[src/include/divsqrt_macros.svh]
// Sizing parameters of the divide/sqrt unit, included by the package and the RTL modules
`ifndef DIVSQRT_MACROS_SVH
`define DIVSQRT_MACROS_SVH

// --------------------------------------------------
// Datapath sizes
// --------------------------------------------------
// Operand and result width in bits
// Must be even, the square root runs on bit pairs
`define DIVSQRT_WIDTH 32

// Width of the request tag that returns with the result
`define DIVSQRT_TAG_WIDTH 4

// --------------------------------------------------
// Pipeline depth
// --------------------------------------------------
// Register stages in front of the control FSM
// Zero turns the input pipeline into plain wires
`define DIVSQRT_NUM_INP_REGS 1

// Register stages behind the control FSM
`define DIVSQRT_NUM_OUT_REGS 1

`endif

[src/verilog/divsqrt_pkg.sv]
// Opcode, state and handshake payload types of the divide/sqrt unit, imported by its modules
`default_nettype none
`include "divsqrt_macros.svh"

package divsqrt_pkg;

  // --------------------------------------------------
  // Enumerations
  // --------------------------------------------------
  // Operation selected by a request
  typedef enum logic {
    OP_DIV  = 1'b0,
    OP_SQRT = 1'b1
  } divsqrt_op_e;

  // Control FSM states
  // IDLE waits for work, BUSY runs the core, HOLD keeps a stalled result
  typedef enum logic [1:0] {
    IDLE = 2'd0,
    BUSY = 2'd1,
    HOLD = 2'd2
  } divsqrt_state_e;

  // --------------------------------------------------
  // Payload structs
  // --------------------------------------------------
  // Exception flags of one result
  typedef struct packed {
    logic dz;
  } divsqrt_status_t;

  // Request as it enters the unit
  typedef struct packed {
    logic [`DIVSQRT_WIDTH-1:0]     a;
    logic [`DIVSQRT_WIDTH-1:0]     b;
    divsqrt_op_e                   op;
    logic [`DIVSQRT_TAG_WIDTH-1:0] tag;
  } divsqrt_req_t;

  // Response as it leaves the unit
  // Tag is returned unchanged from the request
  typedef struct packed {
    logic [`DIVSQRT_WIDTH-1:0]     result;
    divsqrt_status_t               status;
    logic [`DIVSQRT_TAG_WIDTH-1:0] tag;
  } divsqrt_resp_t;

endpackage

`default_nettype wire

[src/verilog/divsqrt_ctrl.sv]
// Control FSM between input pipeline and core, holds stalled results and returns the request tag
`timescale 1ns/1ps
`default_nettype none
`include "divsqrt_macros.svh"

module divsqrt_ctrl (
  input  logic                          clk_i,
  input  logic                          rst_n_i,
  input  logic                          flush_i,
  input  logic                          req_valid_i,
  output logic                          req_ready_o,
  input  divsqrt_pkg::divsqrt_req_t     req_i,
  input  logic                          core_ready_i,
  input  logic                          core_done_i,
  input  logic [`DIVSQRT_WIDTH-1:0]     core_result_i,
  input  divsqrt_pkg::divsqrt_status_t  core_status_i,
  output logic                          div_start_o,
  output logic                          sqrt_start_o,
  output logic [`DIVSQRT_WIDTH-1:0]     core_a_o,
  output logic [`DIVSQRT_WIDTH-1:0]     core_b_o,
  output logic                          kill_o,
  output logic                          resp_valid_o,
  input  logic                          resp_ready_i,
  output divsqrt_pkg::divsqrt_resp_t    resp_o,
  output logic                          busy_o
);
  import divsqrt_pkg::*;

  divsqrt_state_e                state_q;
  divsqrt_state_e                state_d;
  // High in the cycle a request goes into the core
  logic                          op_start;
  logic                          hold_en;
  logic [`DIVSQRT_TAG_WIDTH-1:0] tag_q;
  logic [`DIVSQRT_WIDTH-1:0]     held_result_q;
  divsqrt_status_t               held_status_q;

  // --------------------------------------------------
  // Core start and kill
  // --------------------------------------------------
  assign op_start     = req_valid_i & req_ready_o & ~flush_i;
  assign div_start_o  = op_start & (req_i.op == OP_DIV);
  assign sqrt_start_o = op_start & (req_i.op == OP_SQRT);
  assign core_a_o     = req_i.a;
  assign core_b_o     = req_i.b;
  assign kill_o       = flush_i;

  // --------------------------------------------------
  // FSM
  // --------------------------------------------------
  always_comb begin : fsm_next
    req_ready_o  = 1'b0;
    resp_valid_o = 1'b0;
    busy_o       = 1'b0;
    state_d      = state_q;

    unique case (state_q)
      IDLE: begin
        // Free for a new request
        req_ready_o = 1'b1;
        if (req_valid_i && core_ready_i) begin
          state_d = BUSY;
        end
      end
      BUSY: begin
        busy_o = 1'b1;
        if (core_done_i) begin
          resp_valid_o = 1'b1;
          if (resp_ready_i) begin
            // Result leaves now, next request may start in the same cycle
            state_d     = IDLE;
            req_ready_o = core_ready_i;
            if (req_valid_i && core_ready_i) begin
              state_d = BUSY;
            end
          end else begin
            state_d = HOLD;
          end
        end
      end
      HOLD: begin
        busy_o       = 1'b1;
        resp_valid_o = 1'b1;
        if (resp_ready_i) begin
          state_d = IDLE;
          if (req_valid_i && core_ready_i) begin
            req_ready_o = 1'b1;
            state_d     = BUSY;
          end
        end
      end
      default: state_d = IDLE;
    endcase

    // Flush wins over everything
    if (flush_i) begin
      busy_o       = 1'b0;
      resp_valid_o = 1'b0;
      state_d      = IDLE;
    end
  end

  always_ff @(posedge clk_i or negedge rst_n_i) begin : fsm_reg
    if (!rst_n_i) begin
      state_q <= IDLE;
    end else begin
      state_q <= state_d;
    end
  end

  // --------------------------------------------------
  // Tag and hold registers
  // --------------------------------------------------
  // Core result is only valid for the done cycle
  assign hold_en = core_done_i & ~resp_ready_i;

  always_ff @(posedge clk_i) begin : payload_regs
    if (op_start) begin
      tag_q <= req_i.tag;
    end
    if (hold_en) begin
      held_result_q <= core_result_i;
      held_status_q <= core_status_i;
    end
  end

  // Held data has priority
  always_comb begin : out_select
    resp_o.tag = tag_q;
    if (state_q == HOLD) begin
      resp_o.result = held_result_q;
      resp_o.status = held_status_q;
    end else begin
      resp_o.result = core_result_i;
      resp_o.status = core_status_i;
    end
  end

  a_no_resp_idle : assert property (@(posedge clk_i) disable iff (!rst_n_i)
    (state_q == IDLE) |-> !resp_valid_o)
    else $error("response valid while idle");

  // Core finishes only the operation this FSM started
  a_done_in_busy : assert property (@(posedge clk_i) disable iff (!rst_n_i)
    core_done_i |-> (state_q == BUSY))
    else $error("core done outside BUSY");

endmodule

`default_nettype wire

[src/verilog/divsqrt_iter_core.sv]
// Iterative unsigned divider and integer square root, one result bit per cycle, pulse started
`timescale 1ns/1ps
`default_nettype none
`include "divsqrt_macros.svh"

module divsqrt_iter_core (
  input  logic                          clk_i,
  input  logic                          rst_n_i,
  input  logic                          div_start_i,
  input  logic                          sqrt_start_i,
  input  logic [`DIVSQRT_WIDTH-1:0]     operand_a_i,
  input  logic [`DIVSQRT_WIDTH-1:0]     operand_b_i,
  input  logic                          kill_i,
  output logic                          ready_o,
  output logic                          done_o,
  output logic [`DIVSQRT_WIDTH-1:0]     result_o,
  output divsqrt_pkg::divsqrt_status_t  status_o
);
  import divsqrt_pkg::*;

  localparam int unsigned Width    = `DIVSQRT_WIDTH;
  localparam int unsigned Half     = Width / 2;
  localparam int unsigned CntWidth = $clog2(Width + 1);

  // Control state
  logic                busy_q;
  logic                done_q;
  logic [CntWidth-1:0] cnt_q;
  divsqrt_op_e         mode_q;
  logic                start;
  // Dividend or radicand, shifted out at the top
  // Quotient bits shift in at the bottom
  logic [Width-1:0]    opa_q;
  logic [Width-1:0]    opb_q;
  logic [Width:0]      rem_q;
  logic [Half-1:0]     root_q;
  logic                dz_q;
  // One iteration step
  logic [Width:0]      div_rem;
  logic                div_ge;
  logic [Width:0]      sqrt_rem;
  logic [Width:0]      sqrt_trial;
  logic                sqrt_ge;
  logic [Width:0]      rem_d;
  logic [Width-1:0]    opa_d;
  logic [Half-1:0]     root_d;

  assign start = div_start_i | sqrt_start_i;

  // --------------------------------------------------
  // Shift-subtract step
  // --------------------------------------------------
  always_comb begin : iter_step
    // Divide brings down one dividend bit
    div_rem    = {rem_q[Width-1:0], opa_q[Width-1]};
    div_ge     = (div_rem >= {1'b0, opb_q});
    // Square root brings down one bit pair, trial is 4*root + 1
    sqrt_rem   = {rem_q[Width-2:0], opa_q[Width-1:Width-2]};
    sqrt_trial = {{(Half-1){1'b0}}, root_q, 2'b01};
    sqrt_ge    = (sqrt_rem >= sqrt_trial);
    root_d     = root_q;

    if (mode_q == OP_DIV) begin
      rem_d = div_ge ? (div_rem - {1'b0, opb_q}) : div_rem;
      opa_d = {opa_q[Width-2:0], div_ge};
    end else begin
      rem_d  = sqrt_ge ? (sqrt_rem - sqrt_trial) : sqrt_rem;
      opa_d  = {opa_q[Width-3:0], 2'b00};
      root_d = {root_q[Half-2:0], sqrt_ge};
    end
  end

  // --------------------------------------------------
  // Sequencing
  // --------------------------------------------------
  always_ff @(posedge clk_i or negedge rst_n_i) begin : ctrl_regs
    if (!rst_n_i) begin
      busy_q <= 1'b0;
      done_q <= 1'b0;
      cnt_q  <= '0;
      mode_q <= OP_DIV;
    end else if (kill_i) begin
      busy_q <= 1'b0;
      done_q <= 1'b0;
      cnt_q  <= '0;
    end else if (start) begin
      busy_q <= 1'b1;
      done_q <= 1'b0;
      // One bit per step, Width for divide and Width/2 for root
      cnt_q  <= div_start_i ? CntWidth'(Width) : CntWidth'(Half);
      mode_q <= div_start_i ? OP_DIV : OP_SQRT;
    end else if (busy_q) begin
      cnt_q  <= cnt_q - 1'b1;
      busy_q <= (cnt_q != CntWidth'(1));
      done_q <= (cnt_q == CntWidth'(1));
    end else begin
      done_q <= 1'b0;
    end
  end

  // b == 0 makes every step succeed, quotient ends up all ones
  always_ff @(posedge clk_i) begin : data_regs
    if (start) begin
      opa_q  <= operand_a_i;
      opb_q  <= operand_b_i;
      rem_q  <= '0;
      root_q <= '0;
      dz_q   <= div_start_i & (operand_b_i == '0);
    end else if (busy_q) begin
      opa_q  <= opa_d;
      rem_q  <= rem_d;
      root_q <= root_d;
    end
  end

  assign ready_o   = ~busy_q;
  assign done_o    = done_q;
  assign result_o  = (mode_q == OP_DIV) ? opa_q : {{(Width-Half){1'b0}}, root_q};
  assign status_o  = '{dz: dz_q};

  // Control may only start an idle core
  a_start_ready : assert property (@(posedge clk_i) disable iff (!rst_n_i)
    (div_start_i || sqrt_start_i) |-> ready_o)
    else $error("core started while busy");

endmodule

`default_nettype wire

[src/verilog/divsqrt_pipe_regs.sv]
// Chain of valid/ready register stages with flush, instantiated for the input and output pipelines
`timescale 1ns/1ps
`default_nettype none

module divsqrt_pipe_regs #(
  parameter int unsigned NumRegs = 1,
  parameter type         data_t  = logic
) (
  input  logic  clk_i,
  input  logic  rst_n_i,
  input  logic  flush_i,
  input  logic  in_valid_i,
  output logic  in_ready_o,
  input  data_t in_data_i,
  output logic  out_valid_o,
  input  logic  out_ready_i,
  output data_t out_data_o,
  output logic  busy_o
);

  // Index i carries the item after i stages
  data_t            data [0:NumRegs];
  logic [0:NumRegs] valid;
  // Ready is combinational through every stage
  logic [0:NumRegs] ready;

  // Stage 0 is the upstream side
  assign data[0]    = in_data_i;
  assign valid[0]   = in_valid_i;
  assign in_ready_o = ready[0];

  for (genvar i = 0; i < NumRegs; i++) begin : gen_stage
    logic  stage_valid_q;
    data_t stage_data_q;

    // Advance when the next stage takes our item or we only hold a bubble
    assign ready[i] = ready[i+1] | ~stage_valid_q;

    // Valid bit, cleared by flush
    always_ff @(posedge clk_i or negedge rst_n_i) begin : valid_reg
      if (!rst_n_i) begin
        stage_valid_q <= 1'b0;
      end else if (flush_i) begin
        stage_valid_q <= 1'b0;
      end else if (ready[i]) begin
        stage_valid_q <= valid[i];
      end
    end

    // Payload loads only with a real item
    always_ff @(posedge clk_i) begin : data_reg
      if (ready[i] && valid[i]) begin
        stage_data_q <= data[i];
      end
    end

    assign valid[i+1] = stage_valid_q;
    assign data[i+1]  = stage_data_q;
  end

  // Downstream ready enters at the last stage
  assign ready[NumRegs] = out_ready_i;
  assign out_valid_o    = valid[NumRegs];
  assign out_data_o     = data[NumRegs];

  // Any stage holding an item
  if (NumRegs > 0) begin : gen_busy
    assign busy_o = |valid[1:NumRegs];
  end else begin : gen_no_busy
    assign busy_o = 1'b0;
  end

  // Stalled output keeps its payload until taken
  a_out_stable : assert property (@(posedge clk_i) disable iff (!rst_n_i)
    (out_valid_o && !out_ready_i && !flush_i) |=> $stable(out_data_o))
    else $error("pipe output changed while stalled");

endmodule

`default_nettype wire

[src/verilog/divsqrt_top.sv]
// Top of the divide/sqrt unit with valid/ready request and response ports, for system integration
`timescale 1ns/1ps
`default_nettype none
`include "divsqrt_macros.svh"

module divsqrt_top (
  input  logic                        clk_i,
  input  logic                        rst_n_i,
  input  logic                        flush_i,
  input  logic                        in_valid_i,
  output logic                        in_ready_o,
  input  divsqrt_pkg::divsqrt_req_t   req_i,
  output logic                        out_valid_o,
  input  logic                        out_ready_i,
  output divsqrt_pkg::divsqrt_resp_t  resp_o,
  output logic                        busy_o
);
  import divsqrt_pkg::*;

  // Input pipeline to control
  divsqrt_req_t              req_q;
  logic                      req_valid;
  logic                      req_ready;
  logic                      inp_busy;
  // Control to core
  logic                      div_start;
  logic                      sqrt_start;
  logic [`DIVSQRT_WIDTH-1:0] core_a;
  logic [`DIVSQRT_WIDTH-1:0] core_b;
  logic                      core_kill;
  logic                      core_ready;
  logic                      core_done;
  logic [`DIVSQRT_WIDTH-1:0] core_result;
  divsqrt_status_t           core_status;
  // Control to output pipeline
  divsqrt_resp_t             resp_d;
  logic                      resp_valid;
  logic                      resp_ready;
  logic                      ctrl_busy;
  logic                      out_busy;

  // --------------------------------------------------
  // Input pipeline
  // --------------------------------------------------
  divsqrt_pipe_regs #(
    .NumRegs ( `DIVSQRT_NUM_INP_REGS ),
    .data_t  ( divsqrt_req_t         )
  ) i_inp_pipe (
    .clk_i       ( clk_i      ),
    .rst_n_i     ( rst_n_i    ),
    .flush_i     ( flush_i    ),
    .in_valid_i  ( in_valid_i ),
    .in_ready_o  ( in_ready_o ),
    .in_data_i   ( req_i      ),
    .out_valid_o ( req_valid  ),
    .out_ready_i ( req_ready  ),
    .out_data_o  ( req_q      ),
    .busy_o      ( inp_busy   )
  );

  // --------------------------------------------------
  // Control and core
  // --------------------------------------------------
  divsqrt_ctrl i_ctrl (
    .clk_i         ( clk_i       ),
    .rst_n_i       ( rst_n_i     ),
    .flush_i       ( flush_i     ),
    .req_valid_i   ( req_valid   ),
    .req_ready_o   ( req_ready   ),
    .req_i         ( req_q       ),
    .core_ready_i  ( core_ready  ),
    .core_done_i   ( core_done   ),
    .core_result_i ( core_result ),
    .core_status_i ( core_status ),
    .div_start_o   ( div_start   ),
    .sqrt_start_o  ( sqrt_start  ),
    .core_a_o      ( core_a      ),
    .core_b_o      ( core_b      ),
    .kill_o        ( core_kill   ),
    .resp_valid_o  ( resp_valid  ),
    .resp_ready_i  ( resp_ready  ),
    .resp_o        ( resp_d      ),
    .busy_o        ( ctrl_busy   )
  );

  divsqrt_iter_core i_core (
    .clk_i        ( clk_i       ),
    .rst_n_i      ( rst_n_i     ),
    .div_start_i  ( div_start   ),
    .sqrt_start_i ( sqrt_start  ),
    .operand_a_i  ( core_a      ),
    .operand_b_i  ( core_b      ),
    .kill_i       ( core_kill   ),
    .ready_o      ( core_ready  ),
    .done_o       ( core_done   ),
    .result_o     ( core_result ),
    .status_o     ( core_status )
  );

  // --------------------------------------------------
  // Output pipeline
  // --------------------------------------------------
  divsqrt_pipe_regs #(
    .NumRegs ( `DIVSQRT_NUM_OUT_REGS ),
    .data_t  ( divsqrt_resp_t        )
  ) i_out_pipe (
    .clk_i       ( clk_i       ),
    .rst_n_i     ( rst_n_i     ),
    .flush_i     ( flush_i     ),
    .in_valid_i  ( resp_valid  ),
    .in_ready_o  ( resp_ready  ),
    .in_data_i   ( resp_d      ),
    .out_valid_o ( out_valid_o ),
    .out_ready_i ( out_ready_i ),
    .out_data_o  ( resp_o      ),
    .busy_o      ( out_busy    )
  );

  // Anything in flight anywhere
  assign busy_o = inp_busy | ctrl_busy | out_busy;

endmodule

`default_nettype wire
[config.mk]
export PLATFORM = sky130hd
export DESIGN_NAME = divsqrt_top
export DESIGN_NICKNAME = d
export VERILOG_FILES = /design/src/verilog/divsqrt_pkg.sv /design/src/verilog/divsqrt_ctrl.sv /design/src/verilog/divsqrt_iter_core.sv /design/src/verilog/divsqrt_pipe_regs.sv /design/src/verilog/divsqrt_top.sv
export VERILOG_INCLUDE_DIRS = /design/src /design/src/include
export SDC_FILE = /design/constraint.sdc
export NUM_CORES = 1
export LEC_CHECK = 0
export ABC_AREA = 1
export BUFFER_PORTS_ARGS = -buffer_cell sky130_fd_sc_hd__buf_2
export CORE_MARGIN = 3
export CORE_UTILIZATION = 60
export CTS_CLUSTER_SIZE = 14
export DETAILED_ROUTE_END_ITERATION = 8
export HOLD_SLACK_MARGIN = 0.05
export PLACE_DENSITY = 0.87
export SLEW_MARGIN = 20
export SYNTH_ARGS = -nofsm -noshare
export SYNTH_HDL_FRONTEND = slang
export SYNTH_SLANG_ARGS = --single-unit
[constraint.sdc]
create_clock -name clk_i -period 6.5 [get_ports clk_i]
set_input_delay 1.3 -clock clk_i [delete_from_list [all_inputs] [get_ports clk_i]]
set_output_delay 1.3 -clock clk_i [all_outputs]
set_load 0.005 [all_outputs]
; ---- Word level (Yosys, flattened, before mapping)
; Index checks and enable logic that the tools add are counted.
[totals]
register_bits = 269
in_bits = 74
out_inout_bits = 40
elab_cells = 104
[op_classes]
n_addsub = 3
n_lt_le_gt_ge = 2
n_eq_ne = 7
muxes = 40
bitwise_logic = 17
n_reduce_logical = 13
[ops]
columns = operator, n
row1 = $mux 32, 7
row2 = $ge 33x18->1, 1
row3 = $ge 33x32->1, 1
row4 = $mux 33, 1
row5 = $logic_not 32->1, 1
row6 = $sub 32x18->32, 1
row7 = $sub 32x32->32, 1
row8 = $mux 6, 4
row9 = $mux 1, 20
row10 = $mux 2, 5
row11 = $ne 3x2->1 const B, 3
row12 = $and 1x1->1, 6
row13 = $eq 6x1->1 const B, 1
row14 = $ne 6x1->1 const B, 1
row15 = $not 1->1, 6
row16 = $pmux 2 s3, 1
row17 = $reduce_bool 2->1, 3
row18 = $sub 6x1->6 const B, 1
row19 = $or 1x1->1, 5
row20 = $reduce_and 2->1, 2
row21 = $logic_and 1x1->1, 3
row22 = $pmux 1 s3, 1
row23 = $reduce_and 3->1, 1
row24 = $reduce_bool 3->1, 1
row25 = other kinds (5), 5

; ---- Logic depth before layout (Yosys ltp)
; Gate-level depths: netlist of run 1.
[logic_depth]
word_depth = 11
mapped_depth = 19
mapped_depth_nobuf = 18

; ---- Modules after synthesis
; Synthesis of run 1 repeated with hierarchy kept, for this count alone.
[hier_totals]
hier_cells = 1939
area_unflattened_um2 = 15981.6
[modules_own_cells]
columns = mod, instances, cells_each, area_each_um2, seq_area_each_um2
row1 = divsqrt_iter_core, 1, 1624, 10229.8, 3138.0
row2 = divsqrt_ctrl, 1, 188, 2429.8, 1161.1
row3 = divsqrt_pipe_regs (i_inp_pipe), 1, 78, 2135.8, 2097.0
row4 = divsqrt_pipe_regs (i_out_pipe), 1, 46, 1174.9, 1136.1
row5 = divsqrt_top, 1, 3, 11.3, 0.0

; ---- Worst setup path before layout of run 1
; OpenSTA, ideal clock, no wires.
[synth_timing]
path_kind = input port to flip-flop
startpoint = input port out_ready_i
endpoint = register i_inp_pipe.gen_stage[0].stage_data_q (netlist bit i_inp_pipe.out_data_o[0]) (enable)
arrival_time_ns = 5.004
path_slack_ns = 0.977
cell_stages = 6
path_buffers = 0
cell_sequence = nor2_1 inv_1 nand2_1 nand2_1 nand2_1 a21oi_1
[synth_via]
elab_chain_len = 6
word_cells_on_any_way = 7
cone_classes = mux (4) / bitwise (2) / reduce/logical (1)
[synth_rtl]
columns = item, line
row1 = "start, declared", divsqrt_top.sv:14  ; input logic out_ready_i,
row2 = $or 1x1->1 (*), divsqrt_pipe_regs.sv:37  ; assign ready[i] = ready[i+1] | ~stage_valid_q;
row3 = $mux 1, divsqrt_ctrl.sv:69  ; if (resp_ready_i) begin
row4 = $mux 1, divsqrt_ctrl.sv:67  ; if (core_done_i) begin
row5 = $pmux 1 s3 (*), divsqrt_ctrl.sv:57  ; unique case (state_q)
row6 = $or 1x1->1 (*), divsqrt_pipe_regs.sv:37
row7 = $logic_and 1x1->1 (*), divsqrt_pipe_regs.sv:52  ; if (ready[i] && valid[i]) begin
row8 = "end signal, assigned", divsqrt_pipe_regs.sv:53  ; stage_data_q <= data[i];
row9 = "end, declared", divsqrt_pipe_regs.sv:34  ; data_t stage_data_q;
; Mark *: on every way between the ends. The rest lies on a longest branch, timed or not.
; A chain may end at the register's enable or synchronous reset.

; ---- Worst setup path in the final report of run 1
[layout_timing]
startpoint = register i_ctrl.state_q[0]
endpoint = output port in_ready_o
[layout_via]
elab_chain_len = 3
word_cells_on_any_way = 5
cone_classes = eq/ne (2) / mux (1) / bitwise (1) / reduce/logical (1)
[layout_rtl]
columns = item, line
row1 = "start, declared", divsqrt_ctrl.sv:29  ; divsqrt_state_e state_q;
row2 = "start signal, assigned", divsqrt_ctrl.sv:107  ; state_q <= state_d;
row3 = $eq 2x2->1 (tied with other cells), divsqrt_ctrl.sv:57
row4 = $pmux 1 s3 (*), divsqrt_ctrl.sv:57
row5 = $or 1x1->1 (*), divsqrt_pipe_regs.sv:37
row6 = "end, declared", divsqrt_top.sv:11  ; output logic in_ready_o,
; Marks and branches as above.

==> flow_summary.yaml, run 1 <==
timing:
  fin_ws_ps: 2730
  tightestPinTransition_ps: 987
  clock.fmax_mhz: 265
  rsz0062_at_grt: "no"
  finClkSkew_ps: 44.5
  slew_headroom_pct: 34.0
  hold_viol_final: 0
  slew_violations: 0
  fin_crit_sh_pct: 58.0
  setup_tns_ps: 0
  hold_slack_ps: 415
  period_minus_slack_ps: 3770
  setup_viol: 0
drt:
  drt_iter0_drc: 1367
  routedWlPerCell_um: 16.5
  first_pass_iters: 6
  drc: 0
  via_per_inst: 5.62
  num_vias: 13200
  ant_nets: 0
  drt_wl_total_um: 38900
worst_setup_path:
  setup.worst_path.end_class: "primary output"
  crit_required_ps: 5200
  critical_path_class: "flip-flop to primary output"
  cp.arrival_ps: 2470
  start_kind: "flip-flop"
  cp_max_fo: 50
place:
  dp_hpwl_um: 28100
  dp_slack_ps: 2620
  place.gp.congestion: 0.957
  io_buffers: 113
  dpl.cell_count: 2297
  postPlaceCellArea_um2: 16100
clock_network:
  postCtsSetupRepairBufs: 0
  post_cts_resized: 0
  clock_sinks: 269
  clock_latency_ps: 570
  clockBufferDepth: 3
  numCtsBuffers: 28
  cts_tree: "built"
  hold_buffers: 0
  root_buffer: "clkbuf_16"
  htreeDepth: 1
  clk_pin_slew_ps: 60
floorplan:
  dieHeight_um: 166
  num_io_pins: 114
  die-area_um2: 27500
  core_um2: 24700
  initial_core_util_pct: 62.0
  rows: 57
  die_w_um: 166
pwr:
  power_report.internal_total_mw: 4.67
  p_sw_mw: 3.92
  power_per_cell_area_nw_per_um2: 502
  power_frac_seq_pct: 30.6
  peakVddDrop_uv: 283
  power_mw: 8.58
  switching_share_pct: 45.6
  p_leak_nw: 7.97
  combPwrFrac_pct: 50.2
  pwr-share-clk_pct: 19.2
logic_synthesis:
  synth_top_area_share_pct: 40.7
  synth_top_area_cell: "edfxtp_1"
  synth_top_family_by_area: "simple AND/OR/NAND/NOR gates"
  synth_ff_type: "edfxtp_1"
  async_reset_ff_share_pct: 4.83
  yosys_warnings: 0
  synthesis.area_um2: 15400
  synth_xor_area_share_pct: 1.88
  synth_compound_area_share_pct: 7.46
  syn_area_per_cell_um2: 8.05
  yosysSeqAreaShare_pct: 49.1
  synthAdderAreaFrac_pct: 4.69
  synth-simple-area-share_pct: 27.6
  synth.top_cells.by_area: "edfxtp_1 (41%), nand2_1 (15%), inv_1 (7.2%)"
  syn_inst: 1907
  synth_cell_types: 49
  synth_nets: 2038
  ys_seq_elements: 269
  synthMuxAreaShare_pct: 0
  synth_edf_count: 208
finish:
  n_antenna_cell: 0
  drive_gt1_share_pct: 10.4
  final_util_pct: 69.1
  final_nets: 2135
  instances_no_fill: 2350
  fin_area_um2: 17100
  area_delta_synth_final_pct: 11.3
grt:
  grt_overflow: 0
  grt_pass1_wl_um: 62600
  grt_max_degree: 70
  grt_use_total_pct: 27.6
  antenna_found_initial: 0
  grt_pass1_vias: 12600
hold_path:
  min_path_type: "flip-flop to flip-flop"
status:
  outcome: "completed"
job:
  cap_violations: 0
## worst max-delay path, cell delays in order, from the launching register on
cell     delay (ps)
dfrtp_1         400
inv_1           110
ha_1            150
buf_4           450
nand2_1         170
o31ai_1         100
nand2_1          80
nand2_1         100
nand2_1         110
nand2_1         110
buf_2           120
## worst paths after layout
check                             startpoint                  endpoint  slack (ps)  cells after the start
setup / recovery           i_ctrl.state_q[0]                in_ready_o        2730                     10
hold / removal               i_ctrl.tag_q[2]  i_out_pipe.out_data_o[2]         410                      0
setup reg to reg           i_ctrl.state_q[0]          i_core.opa_q[16]        2850                     11
hold reg to reg              i_ctrl.tag_q[2]  i_out_pipe.out_data_o[2]         410                      0
max in group asynchronous            rst_n_i           i_core.cnt_q[3]        5630                      1
min in group asynchronous            rst_n_i           i_core.cnt_q[1]         600                      1
## power by group through the flow
stage,Clock (mW),Sequential (mW),Combinational (mW)
2_1_floorplan,0,2.50,3.25
3_5_place_dp,0,2.63,4.15
6_report,1.65,2.62,4.31
3_3_place_gp,0,2.62,4.00
5_1_grt,1.74,2.64,4.85
4_1_cts,1.67,2.60,4.22
## area by class of cell
type,instances,area [µm²]
fillers,1899,7660
repair buffers,121,638
inverters,301,1130
multi-input cells,1283,6420
clock inverters,19,240
clock buffers,33,719
flip-flops and latches,269,7530
well taps,324,405
## cells in the mapped netlist, drive strengths merged, types with 3 or more instances
cell type	number
a211oi	15
a21boi	14
a21oi	57
a31oi	3
and2	3
buf	28
clkbuf	26
dfrtp	13
dfxtp	48
edfxtp	208
ha	56
inv	299
nand2	631
nand3	166
nand3b	11
nand4	11
nor2	154
nor3	15
nor4	9
o211ai	4
o21ai	70
o21bai	4
o221ai	15
xnor2	9
xor2	24
## state kept, by name (all words and copies together) (netlist names)
register and count:
i_core.mode_q 1, i_out_pipe.busy_o 1, i_core.done_o 1, i_inp_pipe.busy_o 1
i_ctrl.tag_q 4, i_ctrl.held_result_q 32, i_core.status_o 1, i_ctrl.state_q 2
i_core.cnt_q 6, i_core.busy_q 1, i_inp_pipe.out_data_o 69, i_core.rem_q 32
i_core.root_q 16, i_ctrl.held_status_q 1, i_out_pipe.out_data_o 37, i_core.opb_q 32
i_core.opa_q 32
## placed cells by master, fill, tap and decap left out, drive strengths merged, types with 3 or more instances in the layout
cell and instances:
a211oi 15, nand4 11, and2 3, ha 56, xnor2 9, nand2 631
clkbuf 33, clkinv 12, a21oi 57, o211ai 4, a31oi 3, a21boi 14
bufinv 4, dfrtp 13, edfxtp 208, o221ai 15, clkinvlp 3, buf 121
nor3 15, nand3b 11, inv 301, nor2 154, o21ai 70, dfxtp 48
o21bai 4, nand3 166, xor2 24, nor4 9
## kinds of logic (layout without fill, tap and decap cells)
| kind of cell | count (synthesis) | in the layout |
|---|---|---|
| AND/OR/NAND/NOR | 1002 | 1002 |
| AO/OA/AOI/OAI | 191 | 191 |
| buffers and inverters | 355 | 474 |
| flip-flops | 269 | 269 |
| XOR/XNOR | 33 | 33 |
| adder cells (fa/ha/maj) | 57 | 57 |
## routing by layer
metal	global-route usage [%]	vias up	routed length [µm]
met5	0	-	0
met4	11.0	0	1500
met3	3.21	102	3300
met2	46.9	659	18600
met1	36.4	6067	15500
li1	-	6383	-
(Power assumes the default switching activity.)
==> run 2, diff against run 1 <==
ABC_AREA = 0   (was 1)
clock period = 3.65 ns   (was 6.5 ns; I/O delays follow)
==> run 2 against run 1 <==
Critical path depth up 1. Largest power group unchanged. Cell count decreased by 29%. Worst hold slack got worse by 340 ps. Routed wire length is 14% lower. Power increased by 50%. Clock power increased by 91%.
==> flow_summary.yaml, run 2 <==
clock_network:
  numCtsBuffers: 28
  clockBufferDepth: 3
  clock_latency_ps: 550
  clock_sinks: 269
  hold_buffers: 0
  clk_pin_slew_ps: 60
  root_buffer: "clkbuf_16"
  cts_tree: "built"
  htreeDepth: 1
  post_cts_resized: 0
  postCtsSetupRepairBufs: 0
grt:
  grt_pass1_vias: 10200
  grt_max_degree: 80
  grt_pass1_wl_um: 53300
  grt_overflow: 0
  antenna_found_initial: 0
  grt_use_total_pct: 26.9
worst_setup_path:
  critical_path_class: "flip-flop to flip-flop"
  crit_required_ps: 4070
  start_kind: "flip-flop"
  cp.arrival_ps: 3870
  setup.worst_path.end_class: "flip-flop"
  cp-startpoint: "i_core.root_q[0]"
  reg2reg_from: "i_core.root_q[0]"
  cp_max_fo: 4
drt:
  num_vias: 10300
  drt_iter0_drc: 1044
  drt_wl_total_um: 33500
  first_pass_iters: 5
  routedWlPerCell_um: 20.0
  drc: 0
  ant_nets: 0
  via_per_inst: 6.18
timing:
  slew_headroom_pct: 22.3
  slew_violations: 0
  tightestPinTransition_ps: 1150
  hold_viol_final: 0
  fin_crit_sh_pct: 94.3
  clock.fmax_mhz: 291
  rsz0062_at_grt: "no"
  fin_ws_ps: 209
  setup_viol: 0
  setup_tns_ps: 0
  period_minus_slack_ps: 3440
  finClkSkew_ps: 22.8
logic_synthesis:
  netlist_top_cells_count: "edfxtp_1 (208), nand2_1 (142), o21ai_0 (93), a21oi_1 (89), inv_1 (71)"
  synth_nets: 1385
  syn_inst: 1254
  synth_most_common_cell: "edfxtp_1"
  synth.top_cells.by_area: "edfxtp_1 (45%), dfxtp_1 (7.0%), ha_1 (5.1%)"
  ys_seq_elements: 269
  synth_cell_types: 83
  yosysSeqAreaShare_pct: 54.5
  synth_top_area_share_pct: 45.2
  synth_edf_count: 208
  async_reset_ff_share_pct: 4.83
  yosys_warnings: 0
  synthesis.area_um2: 13800
  syn_area_per_cell_um2: 11.0
  synth_ff_type: "edfxtp_1"
  synth_top_area_cell: "edfxtp_1"
pwr:
  power_mw: 12.9
  power_per_cell_area_nw_per_um2: 816
  p_leak_nw: 6.08
  peakVddDrop_uv: 554
place:
  dp_hpwl_um: 23100
  dp_slack_ps: 270
  place.gp.congestion: 0.961
  dpl.cell_count: 1623
  io_buffers: 113
status:
  outcome: "completed"
finish:
  area_delta_synth_final_pct: 14.4
  final_cell_mix: "edfxtp_1 (208), nand2_1 (142), buf_2 (113), o21ai_0 (93), a21oi_1 (89)"
  n_antenna_cell: 0
  largest_reg_flops: 69
  final_common_cell: "edfxtp_1"
  drive_gt1_share_pct: 19.9
  final_nets: 1504
  instances_no_fill: 1675
  fill_cells: 1511
floorplan:
  num_io_pins: 114
  dieHeight_um: 158
  die_w_um: 158
  die-area_um2: 24900
  rows: 54
  core_um2: 22200
  initial_core_util_pct: 62.2
hold_path:
  min_path_type: "primary input to async pin"
job:
  cap_violations: 0
==> run 2: report_power, final <==
| group | internal, mW | total (mW) | switching (mW) |
|---|---|---|---|
| registers | 3.78 | 4.25 | 0.480 |
| clock network | 1.98 | 3.15 | 1.17 |
| logic | 2.34 | 5.49 | 3.16 |
==> run 2: cell families after synthesis <==
logic type / Yosys count / share of synthesized area (%)
flops: 269 / 54.5
fa+ha+maj: 57 / 5.22
xor+xnor: 57 / 3.61
buf+inv: 131 / 3.77
compound gates: 309 / 14.1
mux: 80 / 6.35
simple gates: 351 / 12.5
==> run 2: critical path, cell delays in order, from the launching register on <==
cell and delay (ps):
dfxtp_1 400, inv_1 70, ha_1 350, nor2b_1 190, o31a_1 290, o311a_1 400
o31ai_1 380, nor2_1 230, a2111oi_2 510, xnor2_1 170, a21oi_1 90, a32o_1 240
==> run 2: final timing paths <==
path,slack (ps),endpoint,cells after the start
setup / recovery,210,i_core.rem_q[30],11
hold / removal,80,i_core.cnt_q[2],1
setup reg to reg,210,i_core.rem_q[30],11
hold reg to reg,410,i_out_pipe.out_data_o[1],0
max in group asynchronous,3320,i_core.mode_q,1
min in group clk_i,350,i_inp_pipe.out_data_o[38],1
==> run 2: final cells by class <==
type,instances,area [µm²],share of cell area [%]
flip-flops and latches,269,7540,47.7
well taps,280,350,2.22
multi-input cells,854,5790,36.6
clock buffers,35,727,4.60
repair buffers,147,833,5.27
clock inverters,17,304,1.92
inverters,73,277,1.75
==> run 2: metal layers <==
layer	vias to the layer above	GRT usage [%]	share of wire (%)
met4	0	7.85	3.0
met2	443	45.2	49
li1	4898	-	-
met5	-	0	0
met3	84	4.02	7.0
met1	4923	36.7	41
==> run 2: stage by stage <==
stage | util (%) | hold slack [ps] | cell area, µm²
after global placement | 66.5 | 400 | 14800
after detailed placement | 66.5 | 405 | 14800
after floorplan | - | 400 | 13800
final | 71.1 | 75.7 | 15800
after global routing | 71.1 | 86.0 | 15800
after CTS | 71.1 | 74.0 | 15800
==> run 3, diff against run 2 <==
clock period = 3.5 ns   (was 3.65 ns; I/O delays follow)
==> run 3 against run 2 <==
Global-route usage down 0.70 points. Worst setup slack got worse by 34 ps. Maximum frequency grew 3.5%. Critical path type unchanged. Largest cell class unchanged.
==> flow_summary.yaml, run 3 (synthesized netlist as in run 2, its figures left out) <==
finish:
  fin_area_um2: 15800
  largest_reg_flops: 69
  drive_gt1_share_pct: 20.8
  final_cell_mix: "edfxtp_1 (208), nand2_1 (142), buf_2 (113), o21ai_0 (93), a21oi_1 (89)"
  final_common_cell: "edfxtp_1"
  area_delta_synth_final_pct: 14.7
  final_nets: 1512
  n_antenna_cell: 0
drt:
  first_pass_iters: 5
  routedWlPerCell_um: 19.7
  via_per_inst: 6.24
  drt_wl_total_um: 33200
  drc: 0
  ant_nets: 0
  drt_iter0_drc: 973
  num_vias: 10500
worst_setup_path:
  cp.arrival_ps: 3750
  crit_required_ps: 3920
  start_kind: "flip-flop"
  cpPeakStageDelay_ps: 460
  critical_path.slowest_cell: "a2111oi_2"
  critical_path_class: "flip-flop to flip-flop"
  setup.worst_path.end_class: "flip-flop"
  cp_max_fo: 4
  cp_cell_sequence: "inv_1, ha_1, nor2b_1, o31a_1, o311a_1, o31ai_1, buf_4, nor2_1, a2111oi_2, xnor2_1, a21oi_1, a32o_1"
grt:
  grt_pass1_vias: 10200
  grt_max_degree: 102
  grt_use_total_pct: 26.2
  grt_overflow: 0
  antenna_found_initial: 1
  grt_pass1_wl_um: 51900
timing:
  slew_headroom_pct: 24.4
  rsz0062_at_grt: "no"
  clock.fmax_mhz: 301
  fin_crit_sh_pct: 95.0
  hold_viol_final: 0
  period_minus_slack_ps: 3330
  tightestPinTransition_ps: 1120
  slew_violations: 0
  setup_viol: 0
  finClkSkew_ps: 21.2
  setup_tns_ps: 0
place:
  dp_hpwl_um: 22900
  io_buffers: 113
  postPlaceCellArea_um2: 14800
  place.gp.congestion: 0.968
clock_network:
  clockBufferDepth: 3
  clk_pin_slew_ps: 60
  clock_sinks: 269
  numCtsBuffers: 28
  clock_latency_ps: 540
  htreeDepth: 1
  postCtsSetupRepairBufs: 0
  cts_tree: "built"
  root_buffer: "clkbuf_16"
pwr:
  power_per_cell_area_nw_per_um2: 840
  peakVddDrop_uv: 483
  p_leak_nw: 6.10
floorplan:
  dieHeight_um: 158
  die-area_um2: 24900
  die_w_um: 158
  rows: 54
  initial_core_util_pct: 62.2
  num_io_pins: 114
  core_um2: 22200
hold_path:
  min_path_type: "primary input to flip-flop"
job:
  cap_violations: 0
status:
  outcome: "completed"
-- run 3: repair_timing --
| action | 4_1_cts | 5_1_grt |
|---|---|---|
| hold buffers | 1 | 0 |
| resized for setup | 0 | 6 |
| setup endpoints to repair | 0 | 17 |
| endpoints found under the hold margin | 1 | 0 |
-- run 3: worst paths after layout --
kind / startpoint / endpoint / slack [ps] / cells after the start
min reg2reg: i_inp_pipe.out_data_o[3] / i_ctrl.tag_q[3] / 410 / 0
min: req_i[40] / i_inp_pipe.out_data_o[40] / 330 / 1
max: i_core.root_q[0] / i_core.rem_q[30] / 170 / 12
min in group asynchronous: rst_n_i / i_core.cnt_q[1] / 580 / 2
max in group asynchronous: rst_n_i / i_core.mode_q / 2670 / 2
max reg2reg: i_core.root_q[0] / i_core.rem_q[30] / 170 / 12
-- run 3: layout make-up --
class | instances | area [µm²]
multi-input combinational | 854 | 5800
tap | 280 | 350
timing repair buffer | 155 | 908
fill | 1514 | 6380
clock buffer | 38 | 810
inverter | 73 | 277
sequential | 269 | 7540
clock inverter | 14 | 159
-- run 3: layer usage --
| metal | track usage [%] | vias to the layer above | part of all wire, % |
|---|---|---|---|
| li1 | - | 4909 | - |
| met1 | 35.5 | 4986 | 40 |
| met2 | 43.7 | 513 | 49 |
| met3 | 3.94 | 91 | 8.4 |
| met4 | 9.01 | 0 | 3.3 |
| met5 | 0 | - | 0 |
-- run 3: power breakdown --
group          total, mW  internal [mW]  switching, mW
registers           4.41           3.94          0.470
clock network       3.06           1.84           1.22
logic               5.84           2.51           3.32
total               13.3           8.29           5.01
-- run 3: through the flow --
| step | total power, mW | util, % | std cells | setup slack [ps] | hold WS [ps] |
|---|---|---|---|---|---|
| 6_report | 13.3 | 71.3 | 1683 | 174 | 327 |
| 5_1_grt | 14.1 | 71.3 | 1683 | 11.0 | 314 |
| 4_1_cts | 13.2 | 71.2 | 1683 | 172 | 309 |
| 3_5_place_dp | 10.1 | 66.8 | 1630 | 144 | 405 |
| 3_3_place_gp | 9.97 | 66.8 | 1630 | 259 | 401 |
| 2_1_floorplan | 8.55 | - | 1254 | 69.2 | 400 |
-- run 3: critical path, delay by kind of cell, from the launching register on --
family / cells / cell delay [ps]
buf+inv: 2 / 260
fa+ha+maj: 1 / 350
flops: 1 / 420
simple gates: 2 / 240
xor+xnor: 1 / 170
compound gates: 6 / 1770
